### config.mk
export PLATFORM = sky130hd
export DESIGN_NAME = done_sum
export DESIGN_NICKNAME = d
export VERILOG_FILES = /design/src/logic/cu_arbiter_pkg.sv /design/src/logic/done_sum.sv
export SDC_FILE = /design/constraint.sdc
export NUM_CORES = 1
export LEC_CHECK = 0
export BUFFER_PORTS_ARGS = -buffer_cell sky130_fd_sc_hd__buf_2
export CAP_MARGIN = 20
export CORE_ASPECT_RATIO = 1.75
export CORE_MARGIN = 2
export CORE_UTILIZATION = 52
export DETAILED_ROUTE_END_ITERATION = 16
export GPL_TIMING_DRIVEN = 0
export PLACE_DENSITY_LB_ADDON = 0.08
export SLEW_MARGIN = 40
export SYNTH_ARGS = -nofsm -noshare
export SYNTH_HDL_FRONTEND = slang
export SYNTH_SLANG_ARGS = --single-unit
### constraint.sdc
create_clock -name clock -period 3.1 [get_ports clock]
set_input_delay 0.155 -clock clock [delete_from_list [all_inputs] [get_ports clock]]
set_output_delay 0.155 -clock clock [all_outputs]
set_load 0.03 [all_outputs]
### src/logic/cu_arbiter_pkg.sv
// Shared constants for the CU arbiter
// Word widths, CU-id field position, buffer depths and
// the vertex lane count used by the enable decode
package cu_arbiter_pkg;

	// Read command word, CU id in the top bits
	parameter int CMD_WIDTH = 32;

	// Memory read response word
	parameter int RESP_WIDTH = 32;

	// Top bit of the CU-id field in a response word
	parameter int CU_ID_MSB = 31;

	// Vertex job word from the host
	parameter int JOB_WIDTH = 32;

	// Done counts and totals
	parameter int COUNT_WIDTH = 32;

	// Buffer depths
	parameter int CMD_FIFO_DEPTH = 16;
	parameter int JOB_FIFO_DEPTH = 16;

	// Free slots left when almost-full rises
	parameter int ALFULL_MARGIN = 2;

	// Vertex lanes inside each graph CU
	parameter int VERTEX_CU_PER_CU = 4;

endpackage

### src/logic/done_sum.sv
// Done-count reduction: two-stage adder tree
// for vertex and edge counts of up to four CUs
`timescale 1ns/1ns

module done_sum #(
	parameter int NUM_CU = 4
) (
	input  logic                                         clock,
	input  logic                                         rstn,
	input  logic                                         enabled,
	input  logic [NUM_CU*cu_arbiter_pkg::COUNT_WIDTH-1:0] cu_vertex_done,
	input  logic [NUM_CU*cu_arbiter_pkg::COUNT_WIDTH-1:0] cu_edge_done,
	output logic [cu_arbiter_pkg::COUNT_WIDTH-1:0]        vertex_done_total,
	output logic [cu_arbiter_pkg::COUNT_WIDTH-1:0]        edge_done_total
);

	localparam int CW = cu_arbiter_pkg::COUNT_WIDTH;

	logic [CW-1:0] v_lane [4];
	logic [CW-1:0] e_lane [4];
	logic [CW-1:0] v_pair [2];
	logic [CW-1:0] e_pair [2];

	// Unused lanes read as zero
	for (genvar i = 0; i < 4; i++) begin : g_lane
		if (i < NUM_CU) begin : g_used
			assign v_lane[i] = cu_vertex_done[i*CW +: CW];
			assign e_lane[i] = cu_edge_done[i*CW +: CW];
		end else begin : g_pad
			assign v_lane[i] = '0;
			assign e_lane[i] = '0;
		end
	end

	// Pair sums, then the total; both wrap and hold while disabled
	always_ff @(posedge clock or negedge rstn) begin
		if (~rstn) begin
			v_pair            <= '{default: '0};
			e_pair            <= '{default: '0};
			vertex_done_total <= '0;
			edge_done_total   <= '0;
		end else if (enabled) begin
			v_pair[0]         <= v_lane[0] + v_lane[1];
			v_pair[1]         <= v_lane[2] + v_lane[3];
			e_pair[0]         <= e_lane[0] + e_lane[1];
			e_pair[1]         <= e_lane[2] + e_lane[3];
			vertex_done_total <= v_pair[0] + v_pair[1];
			edge_done_total   <= e_pair[0] + e_pair[1];
		end
	end

endmodule

==> out/qor.csv <==
stage;metric;value;unit
clocking;clk_latency;0.46;ns
drt;dr.first_iter.drc_count;575;
logic_synthesis;synth_most_common_cell;dfrtp_1;
timing;tightest_slew;0.9292;ns
pwr;p_sw_share;43.60;%
timing;layout_min_cycle_time;2.980;ns
logic_synthesis;synth_xor_area_share;9.120;%
clocking;cts_root_buf;clkbuf_16;
clocking;numCtsBuffers;17;
timing;layout_worst_path_cycle_share;96.12;%
setup_path;cp_data_arrival_time;3.33;ns
pwr;p_clk_share;16.1;%
pwr;total_power;13.96;mW
place;dp.cells;2475;
logic_synthesis;ys_top_cells_by_area;dfrtp_1, ha_1, mux2_2;
final_layout;syn_to_final_growth;18.14;%
timing;fin_worst_skew;0.01000;ns
die;core.rowCount;86;
die;die_x;138.3;um
drt;drc;0;
logic_synthesis;synth_mux_area_share;10.37;%
logic_synthesis;synth_nets;2205;
flow_run;maxCapViolations;0;
setup_path;cp-start-kind;flip-flop;
final_layout;final_util;61.96;%
drt;wl_per_cell;18.79;um
pwr;intPower;7.875;mW
setup_path;critPathCaptureType;flip-flop;
min_path;hp-class;in -> reg;
logic_synthesis;yosys.area.top_type_share;29.26;%
drt;wirelength;47.34;mm
timing;maxSlewViolCount;0;
final_layout;fill_cells;2810;
final_layout;multi_input_area;0.01131;mm^2
global_routing;first_global_vias;15230;
logic_synthesis;synth_ff_type;dfrtp_1;
pwr;powerDensity;719.7;mW/mm^2
pwr;power_frac_seq;28.0;%
logic_synthesis;synthDistinctLibCells;76;
drt;drt-pass1-iter-count;4;
logic_synthesis;synthSimpleGateAreaFrac;10.57;%
clocking;htree_levels;4;
drt;vias;14910;
final_layout;drive_above_1_share;25.82;%
global_routing;grt_max_degree;70;
logic_synthesis;synth_cells;1754;
pwr;leakagePower;9.230;nW
pwr;switchingPower;6.088;mW
clocking;clock-sinks;192;
logic_synthesis;synth_area_leader_cell;dfrtp_1;
timing;hold_violations;0;
setup_path;rr_worst_depth;10;
die;ioPinCount;323;
clocking;clk_path_buf_depth;2;
place;gp_congestion;0.9318;
setup_path;path_max_fanout;4;
logic_synthesis;synth_common_cells;dfrtp_1, ha_1, a21oi_1;
die;die_y;239.1;um
place;hpwl;39.17;mm
timing;slew_headroom;37.63;%
logic_synthesis;synth_compound_area_share;23.25;%
logic_synthesis;ys_seq_elements;192;
logic_synthesis;synth_seq_area_share;29.26;%
logic_synthesis;syn_avg_cell_area;9.363;um^2
pwr;ir_worst_vdd;0.4857;mV
die;die_area;0.03307;mm^2
final_layout;fin_nets;2560;
run_status;outcome;finished clean;
place;place_ws;-0.3199;ns
global_routing;antenna_found_initial;1;
timing;setup_viol_count_final;0;
die;core;0.03131;mm^2
final_layout;fin_cells;2519;
global_routing;grt_pass1_wl;73.92;mm
drt;viasPerCell;5.920;
clocking;path_clk_slew;0.07;ns
logic_synthesis;synth_top_family_by_area;compound AO/OA/AOI/OAI gates;
place;io_buffer_count;322;
logic_synthesis;synth_edf_count;0;
logic_synthesis;synth_adder_area_share;14.90;%
drt;postRouteAntennaNets;0;
setup_path;critPathKind;reg -> reg;
logic_synthesis;async_reset_ff_share;100.0;%
die;start_util;52.45;%
clocking;tritoncts;done;
timing;layout_setup_ws;0.1202;ns
global_routing;grt_overflow_total;0;
timing;rsz0062_at_grt;true;
pwr;pwr-share-comb;55.9;%
logic_synthesis;syn-cell-area;0.01642;mm^2
setup_path;worstPathRequired;3.45;ns
min_path;min_path_cells;3;
global_routing;track_usage;28.09;%
logic_synthesis;ys_warn_count;0;
final_layout;seq_area;0.004805;mm^2
timing;max_freq;0.3356;GHz
## metrics by stage
step                hold slack [ns]  area [um^2]  TNS (ns)
floorplan                   -0.1406        16420         0
global placement             0.4625        18530   -239.29
detailed placement         -0.02410        18620    -3.067
CTS                         0.02223        19290         0
global route                0.02875        19400   -0.1187
finish                      0.03055        19400         0
## repair_timing
item	in CTS	in global routing
buffers inserted	4	6
pin swaps	4	8
gates cloned	0	0
hold buffers	1	0
gates resized for setup	7	11
setup endpoints to repair	4	12
endpoints found under the hold margin	146	0
## cells in the final DEF, fill, tap and decap left out, types with 12 or more instances in the layout
master	n
buf_2	321
dfrtp_1	192
ha_1	184
a21oi_1	172
mux2_2	145
a21o_1	113
nand2_1	110
xnor2_1	110
nor2_1	97
o21ai_0	81
xor2_1	61
clkbuf_1	57
inv_1	49
nand3_1	31
nand4_1	27
a31oi_1	27
o21bai_1	21
and3_1	18
o21a_1	17
clkbuf_16	17
nor3_1	16
nor2b_1	15
a211oi_1	12
## state kept, by name, indices dropped and copies added (netlist names)
signal	count
e_pair	64
v_pair	64
edge_done_total	32
vertex_done_total	32
## routing by layer
metal | wire (um) | vias to the layer above | track usage (%) | part of all wire [%]
met4 | 2521 | 0 | 14.87 | 5.3
met2 | 26310 | 446 | 56.38 | 56
li1 | - | 7243 | - | -
met1 | 16700 | 7087 | 27.14 | 35
met3 | 1801 | 136 | 4.087 | 3.8
met5 | 0 | - | 0 | 0
## critical path, cell delays in order (launching register included)
cell      delay (ns)
dfrtp_1         0.41
ha_1            0.35
nand2_1         0.11
o31ai_2         0.35
o211ai_1        0.18
o211a_1         0.33
o31ai_4         0.40
a221oi_4        0.13
o21ai_2         0.23
xnor2_1         0.11
mux2_2          0.27
## worst paths after layout
check / from / endpoint / slack (ns)
min: cu_edge_done[32] / e_pair[32] / 0.03
max reg2reg: v_pair[3] / vertex_done_total[27] / 0.12
max in group asynchronous: rstn / v_pair[24] / 2.17
max: v_pair[3] / vertex_done_total[27] / 0.12
min reg2reg: edge_done_total[27] / edge_done_total[27] / 0.49
min in group asynchronous: rstn / e_pair[0] / 0.09
## power groups by stage
| stage | registers [mW] | logic [mW] | clock network (mW) |
|---|---|---|---|
| after floorplan | 4.62 | 4.71 | 0 |
| after global placement | 3.91 | 7.38 | 0 |
| after detailed placement | 3.94 | 7.50 | 0 |
| after CTS | 3.90 | 7.67 | 2.29 |
| after global routing | 4.00 | 8.53 | 2.38 |
| final | 3.90 | 7.81 | 2.25 |
## logic make-up (layout without fill, tap and decap cells)
group	after synthesis	count (layout)
AND/OR/NAND/NOR	364	364
AO/OA/AOI/OAI	572	572
other	0	1
buffers and inverters	111	479
XOR/XNOR	171	171
multiplexers	152	152
flip-flops	192	192
adder cells (fa/ha/maj)	192	192
## area by class of cell
cell class	count	area share (%)
multi-input cells	1451	58.27
flip-flops and latches	192	24.76
repair buffers	336	9.222
well taps	396	2.554
clock buffers	18	2.212
plain buffers	62	1.206
inverters	49	0.9480
clock inverters	14	0.8061
diodes	1	0.01290
(Power assumes the default switching activity.)
