File: config.mk
export PLATFORM = sky130hd
export DESIGN_NAME = resp_steer
export DESIGN_NICKNAME = d
export VERILOG_FILES = /design/src/logic/cu_arbiter_pkg.sv /design/src/logic/resp_steer.sv
export SDC_FILE = /design/constraint.sdc
export NUM_CORES = 1
export LEC_CHECK = 0
export BUFFER_PORTS_ARGS = -buffer_cell sky130_fd_sc_hd__buf_2
export CORE_MARGIN = 2
export CORE_UTILIZATION = 34
export CTS_CLUSTER_SIZE = 24
export DETAILED_ROUTE_END_ITERATION = 16
export PLACE_DENSITY = 0.74
export SLEW_MARGIN = 10
export SYNTH_ARGS = -nofsm -noshare
export SYNTH_HDL_FRONTEND = slang
export SYNTH_SLANG_ARGS = --single-unit
File: constraint.sdc
create_clock -name clock -period 0.8 [get_ports clock]
set_input_delay 0.16 -clock clock [delete_from_list [all_inputs] [get_ports clock]]
set_output_delay 0.16 -clock clock [all_outputs]
set_load 0.02 [all_outputs]
File: src/logic/cu_arbiter_pkg.sv
// Shared constants for the CU arbiter
// Word widths, CU-id field position, buffer depths and
// the vertex lane count used by the enable decode
package cu_arbiter_pkg;

	// Read command word, CU id in the top bits
	parameter int CMD_WIDTH = 32;

	// Memory read response word
	parameter int RESP_WIDTH = 32;

	// Top bit of the CU-id field in a response word
	parameter int CU_ID_MSB = 31;

	// Vertex job word from the host
	parameter int JOB_WIDTH = 32;

	// Done counts and totals
	parameter int COUNT_WIDTH = 32;

	// Buffer depths
	parameter int CMD_FIFO_DEPTH = 16;
	parameter int JOB_FIFO_DEPTH = 16;

	// Free slots left when almost-full rises
	parameter int ALFULL_MARGIN = 2;

	// Vertex lanes inside each graph CU
	parameter int VERTEX_CU_PER_CU = 4;

endpackage

File: src/logic/resp_steer.sv
// Response steering: decodes the CU-id field of a read
// response into a one-hot valid, one register stage
`timescale 1ns/1ns

module resp_steer #(
	parameter int NUM_CU = 4
) (
	input  logic                                 clock,
	input  logic                                 rstn,
	input  logic                                 resp_valid,
	input  logic [cu_arbiter_pkg::RESP_WIDTH-1:0] resp_word,
	output logic [NUM_CU-1:0]                    cu_resp_valid,
	output logic [cu_arbiter_pkg::RESP_WIDTH-1:0] cu_resp_word
);

	localparam int ID_W = (NUM_CU > 1) ? $clog2(NUM_CU) : 1;

	logic [ID_W-1:0]   cu_id;
	logic [NUM_CU-1:0] id_hit;

	// Id field sits at the top of the word
	assign cu_id = resp_word[cu_arbiter_pkg::CU_ID_MSB -: ID_W];

	for (genvar i = 0; i < NUM_CU; i++) begin : g_decode
		assign id_hit[i] = resp_valid && (cu_id == ID_W'(i));
	end

	always_ff @(posedge clock or negedge rstn) begin
		if (~rstn) begin
			cu_resp_valid <= '0;
		end else begin
			cu_resp_valid <= id_hit;
		end
	end

	// Word is shared by all CUs
	always_ff @(posedge clock) begin
		cu_resp_word <= resp_word;
	end

endmodule

==> flow_metrics.py, run 1 <==
metrics = {
    "hold_path": {
        "min_delay_worst_endpoint": "cu_resp_valid[0]",
        "min_path_type": "input port to register",
        "min-delay-start": "resp_valid",
        "worstHoldPathCells": 2,
    },
    "worst_setup_path": {
        "start_kind": "register",
        "slowest_stage": "dfrtp_1",
        "endpoint_kind": "output pin",
        "crit_chain": "buf_6",
        "cpLargestDelayFamily": "flip-flops",
        "required_ns": 0.64,
        "arrival_ns": 0.88,
        "slowest_delay_ns": 0.41,
        "crit_buf_inv": 1,
        "path_class": "register to output pin",
        "cp_max_fo": 1,
    },
    "yosys": {
        "yosys.area.top_type": "dfxtp_1",
        "syn_inst": 40,
        "synthesis.nets": 75,
        "synth_seq_area_share_pct": 95.2,
        "synth.top_cell.area_share_pct": 82.3,
        "synthDistinctLibCells": 5,
        "synth_warnings": 0,
        "synth_area_per_cell_um2": 19.5,
        "synth_seq_cells": 36,
        "synth.area.top_cells": "dfxtp_1 (82%), dfrtp_1 (13%), and3b_1 (2.3%)",
        "synth_area_um2": 778,
    },
    "outcome": {
        "status": "finished, violations left",
        "violations": "negative setup slack",
    },
    "timing": {
        "slew_headroom_pct": 88.2,
        "finalWorstSetupSlack_ns": -0.237,
        "clock.fmax_mhz": 965,
        "finalHoldViolCount": 0,
        "drv_slew": 0,
        "setup_violations": 37,
        "min_period_ns": 1.04,
        "tightest_slew_ns": 0.177,
        "period_share_pct": 130,
        "rsz0062_at_grt": "yes",
    },
    "cts": {
        "clock-sinks": 36,
        "cts.clk_slew.worst_paths_ns": 0.10,
        "post-cts-setup-buffers": 0,
        "tritoncts": "done",
        "cts_buffers": 5,
        "root_buffer": "clkbuf_4",
        "h-tree-depth": 2,
        "clockBufferDepth": 2,
    },
    "final_layout": {
        "nNetsFinal": 184,
        "final_cell_mix": "buf_6 (36), dlygate4sd3_1 (33), buf_2 (33), dfxtp_2 (32), clkbuf_4 (5)",
        "final_cell_count_no_fill": 178,
        "postLayoutCellArea_mm2": 0.00183,
        "nFillCells": 115,
        "final_common_cell": "buf_6",
        "n_antenna_cell": 0,
        "drive_above_1_share_pct": 73.3,
        "final_util_pct": 83.3,
        "area_growth_pct": 135,
    },
    "grt": {
        "track_usage_pct": 23.0,
        "overflow": 0,
        "antenna_found_initial": 0,
        "grt_pass1_wl_um": 4010,
        "grt_max_degree": 12,
        "grt_pass1_vias": 847,
    },
    "power": {
        "peakVddDrop_mv": 1.97,
        "switching_share_pct": 23.2,
        "combPwrFrac_pct": 15.3,
        "p_per_area_mw_per_mm2": 1980,
        "p_switching_uw": 839,
        "power_frac_clock_pct": 30.6,
        "p_seq_share_pct": 54.1,
        "internal-power_mw": 2.77,
        "power_mw": 3.61,
        "leakage_nw": 0.873,
    },
    "floorplan": {
        "die_area_mm2": 0.00269,
        "io-pin-count": 71,
        "die_y_um": 51.8,
        "die_x_um": 51.8,
        "rows": 17,
        "core_mm2": 0.00219,
        "initial_utilization_pct": 35.5,
    },
    "drt": {
        "drt-initial-drc-count": 2,
        "route.antenna.remaining_nets": 0,
        "drc": 0,
        "wl_per_cell_um": 15.2,
        "via_per_inst": 4.08,
        "via_count": 727,
        "drt_first_pass_iters": 4,
        "wl_um": 2710,
    },
    "placement": {
        "gp_congestion": 0.698,
        "placedCellCount": 138,
        "pre_cts_slack_ns": 0.141,
        "io_buffers": 70,
        "placed_cell_area_mm2": 0.00116,
    },
    "flow_run": {
        "cap_violations": 0,
    },
}
==> power groups by stage <==
stage,logic (mW),registers [mW],clock network (mW)
after detailed placement,0.310,1.95,0
after global routing,0.583,1.96,1.21
after CTS,0.541,1.95,1.11
after floorplan,0.00782,2.07,0
after global placement,0.304,1.95,0
final,0.553,1.95,1.11
==> repair_timing <==
action	CTS	global route
hold buffers	33	0
gates resized for setup	103	1
hold endpoints to repair	36	0
setup endpoints to repair	36	38
pin swaps	0	0
==> synth_stat cells, drive strengths merged <==
master	n
dfrtp	4
nor3b	1
and3	1
and3b	2
dfxtp	32
==> kinds of logic (layout without fill, tap and decap cells) <==
group / count (synthesis) / in the layout / synth area share [%]
buf+inv: 0 / 110 / 0
simple gates: 4 / 4 / 4.82
flops: 36 / 36 / 95.2
==> metrics by stage <==
step / hold slack [ns] / TNS (ns)
floorplan: -0.136 / 0
global placement: -0.0363 / 0
detailed placement: -0.0327 / 0
CTS: 0.105 / -5.53
global route: 0.0996 / -6.93
finish: 0.110 / -5.63
==> state kept, by name, indices dropped and copies added, names as in the netlist <==
register	count
cu_resp_valid	4
cu_resp_word	32
==> final cells by class <==
| class | instances | area [um^2] | share of cell area [%] |
|---|---|---|---|
| tap | 28 | 35.0 | 1.92 |
| multi-input combinational | 4 | 37.5 | 2.06 |
| timing repair buffer | 102 | 901 | 49.3 |
| clock buffer | 7 | 66.3 | 3.63 |
| sequential | 36 | 781 | 42.8 |
| clock inverter | 1 | 5.00 | 0.274 |
==> worst max path at each step <==
stage,startpoint,end,depth (start not counted)
detailed placement,cu_resp_valid[2],cu_resp_valid[2],1
global placement,cu_resp_valid[0],cu_resp_valid[0],1
global route,cu_resp_valid[2],cu_resp_valid[2],1
finish,cu_resp_valid[2],cu_resp_valid[2],1
floorplan,cu_resp_valid[0],cu_resp_valid[0],0
CTS,cu_resp_valid[2],cu_resp_valid[2],1
==> routing by layer <==
| metal | vias to the layer above | global-route usage [%] | routed length [um] |
|---|---|---|---|
| met3 | 7 | 12.1 | 257 |
| met1 | 325 | 19.3 | 864 |
| met4 | 0 | 14.0 | 64 |
| li1 | 346 | - | - |
| met5 | - | 0 | 0 |
| met2 | 49 | 41.6 | 1520 |
Power figures use the tool's default switching activity.
==> run 2: changes to the inputs <==
--- a/config.mk
+++ b/config.mk
@@ -7,10 +7,12 @@
 export LEC_CHECK = 0
 export BUFFER_PORTS_ARGS = -buffer_cell sky130_fd_sc_hd__buf_2
 export CORE_MARGIN = 2
-export CORE_UTILIZATION = 34
+export CORE_UTILIZATION = 30
 export CTS_CLUSTER_SIZE = 24
 export DETAILED_ROUTE_END_ITERATION = 16
-export PLACE_DENSITY = 0.74
+export HOLD_SLACK_MARGIN = 0.02
+export PLACE_DENSITY = 0.67
+export SETUP_SLACK_MARGIN = 0.3
 export SLEW_MARGIN = 10
 export SYNTH_ARGS = -nofsm -noshare
 export SYNTH_HDL_FRONTEND = slang
==> flow_metrics.py, run 2 (synthesized netlist as in run 1, its figures left out) <==
metrics = {
    "worst_setup_path": {
        "slowest_stage": "dfrtp_1",
        "start_kind": "register",
        "cpLargestDelayFamily": "flip-flops",
        "slowest_delay_ns": 0.39,
        "cp_max_fo": 1,
        "arrival_ns": 0.85,
        "crit_buf_inv": 1,
        "required_ns": 0.64,
        "cp.depth": 1,
        "crit_chain": "buf_6",
        "critPathCapture": "cu_resp_valid[2]",
        "path_class": "register to output pin",
        "endpoint_kind": "output pin",
        "crit_path_start": "cu_resp_valid[2]",
    },
    "grt": {
        "track_usage_pct": 12.9,
        "overflow": 0,
        "antenna_found_initial": 0,
        "grt_pass1_wl_um": 2280,
        "grt_pass1_vias": 523,
        "grt_max_degree": 11,
    },
    "power": {
        "switching_share_pct": 23.7,
        "peakVddDrop_mv": 1.56,
        "power_frac_clock_pct": 27.2,
        "p_seq_share_pct": 59.6,
        "p_per_area_mw_per_mm2": 2020,
        "power_mw": 3.17,
        "internal-power_mw": 2.41,
        "p_switching_uw": 751,
        "leakage_nw": 0.740,
        "combPwrFrac_pct": 13.3,
    },
    "floorplan": {
        "initial_utilization_pct": 31.4,
        "rows": 18,
        "io-pin-count": 71,
        "die_y_um": 54.9,
        "die_area_mm2": 0.00302,
        "core_mm2": 0.00248,
        "die_x_um": 54.9,
    },
    "timing": {
        "timing.setup.tns_ns": -6.02,
        "rsz0062_at_grt": "yes",
        "drv_slew": 0,
        "period_share_pct": 126,
        "clock.fmax_mhz": 989,
        "finalHoldViolCount": 32,
        "finalWorstSetupSlack_ns": -0.211,
        "tightest_slew_ns": 0.113,
        "setup_violations": 36,
        "slew_headroom_pct": 92.4,
        "timing.hold.ws_ns": -0.0800,
        "min_period_ns": 1.01,
    },
    "outcome": {
        "violations": "negative hold slack, negative setup slack",
        "status": "finished, violations left",
    },
    "cts": {
        "h-tree-depth": 2,
        "clock-sinks": 36,
        "post-cts-setup-buffers": 0,
        "root_buffer": "clkbuf_4",
        "cts_buffers": 5,
        "tritoncts": "done",
        "cts_hold_buf": 1,
        "cts.clk_slew.worst_paths_ns": 0.09,
        "clockBufferDepth": 2,
    },
    "final_layout": {
        "final_cell_count_no_fill": 149,
        "drive_above_1_share_pct": 91.6,
        "n_antenna_cell": 0,
        "nNetsFinal": 153,
        "postLayoutCellArea_mm2": 0.00157,
        "final_common_cell": "buf_6",
        "area_growth_pct": 102,
        "final_cell_mix": "buf_6 (36), buf_2 (34), dfxtp_4 (32), clkbuf_4 (5), dfrtp_1 (4)",
        "largest-register": "cu_resp_word",
        "largest_reg_flops": 32,
        "reg_top3": "cu_resp_word (32), cu_resp_valid (4)",
        "final_util_pct": 63.4,
    },
    "placement": {
        "placedCellCount": 140,
        "io_buffers": 70,
        "gp_congestion": 0.697,
        "placed_cell_area_mm2": 0.00129,
    },
    "drt": {
        "drt-initial-drc-count": 9,
        "via_per_inst": 3.97,
        "wl_per_cell_um": 13.1,
        "via_count": 592,
        "wl_um": 1960,
        "drc": 0,
        "route.antenna.remaining_nets": 0,
        "drt_first_pass_iters": 4,
    },
    "flow_run": {
        "cap_violations": 0,
    },
    "hold_path": {
        "min_path_type": "input port to register",
    },
}
[run 2: layout make-up]
class	instances	area, um^2
Clock buffer	7	45.0
Clock inverter	1	3.75
Fill cell	169	907
Multi-Input combinational cell	4	37.5
Sequential cell	36	861
Tap cell	30	37.5
Timing Repair Buffer	71	586
[run 2: how the worst min path moves through the flow]
| stage | from | to | slack (ns) | depth (start not counted) |
|---|---|---|---|---|
| finish | resp_word[13] | cu_resp_word[13] | -0.08 | 1 |
| global route | resp_word[26] | cu_resp_word[26] | -0.10 | 1 |
| CTS | resp_word[25] | cu_resp_word[25] | -0.09 | 1 |
| detailed placement | rstn | cu_resp_valid[3] | -0.02 | 1 |
| global placement | rstn | cu_resp_valid[0] | -0.02 | 1 |
| floorplan | rstn | cu_resp_valid[0] | -0.14 | 0 |
[run 2: power groups by stage]
stage / logic (mW) / registers (mW) / clock network (mW)
detailed placement: 0.314 / 1.90 / 0
finish: 0.420 / 1.89 / 0.860
CTS: 0.424 / 1.89 / 0.900
global placement: 0.308 / 1.90 / 0
floorplan: 0.00782 / 2.03 / 0
global route: 0.446 / 1.90 / 0.966
[run 2: metal layers]
| layer | vias up | routed length [um] | GRT usage, % |
|---|---|---|---|
| met5 | - | 0 | 0 |
| met4 | 0 | 70 | 13.4 |
| met2 | 45 | 935 | 20.4 |
| li1 | 280 | - | - |
| met3 | 8 | 318 | 6.45 |
| met1 | 259 | 632 | 11.4 |
[run 2: timing repair]
| action | 4_1_cts | 5_1_grt |
|---|---|---|
| hold endpoints to repair | 37 | 32 |
| endpoints found under the setup margin | 36 | 36 |
| gates resized for setup | 72 | 0 |
[run 2: stage by stage]
step                hold WS [ns]  setup slack (ns)
floorplan                 -0.136             0.224
global placement         -0.0155             0.156
detailed placement       -0.0222             0.131
CTS                      -0.0946            -0.237
global route              -0.102            -0.257
finish                   -0.0800            -0.211
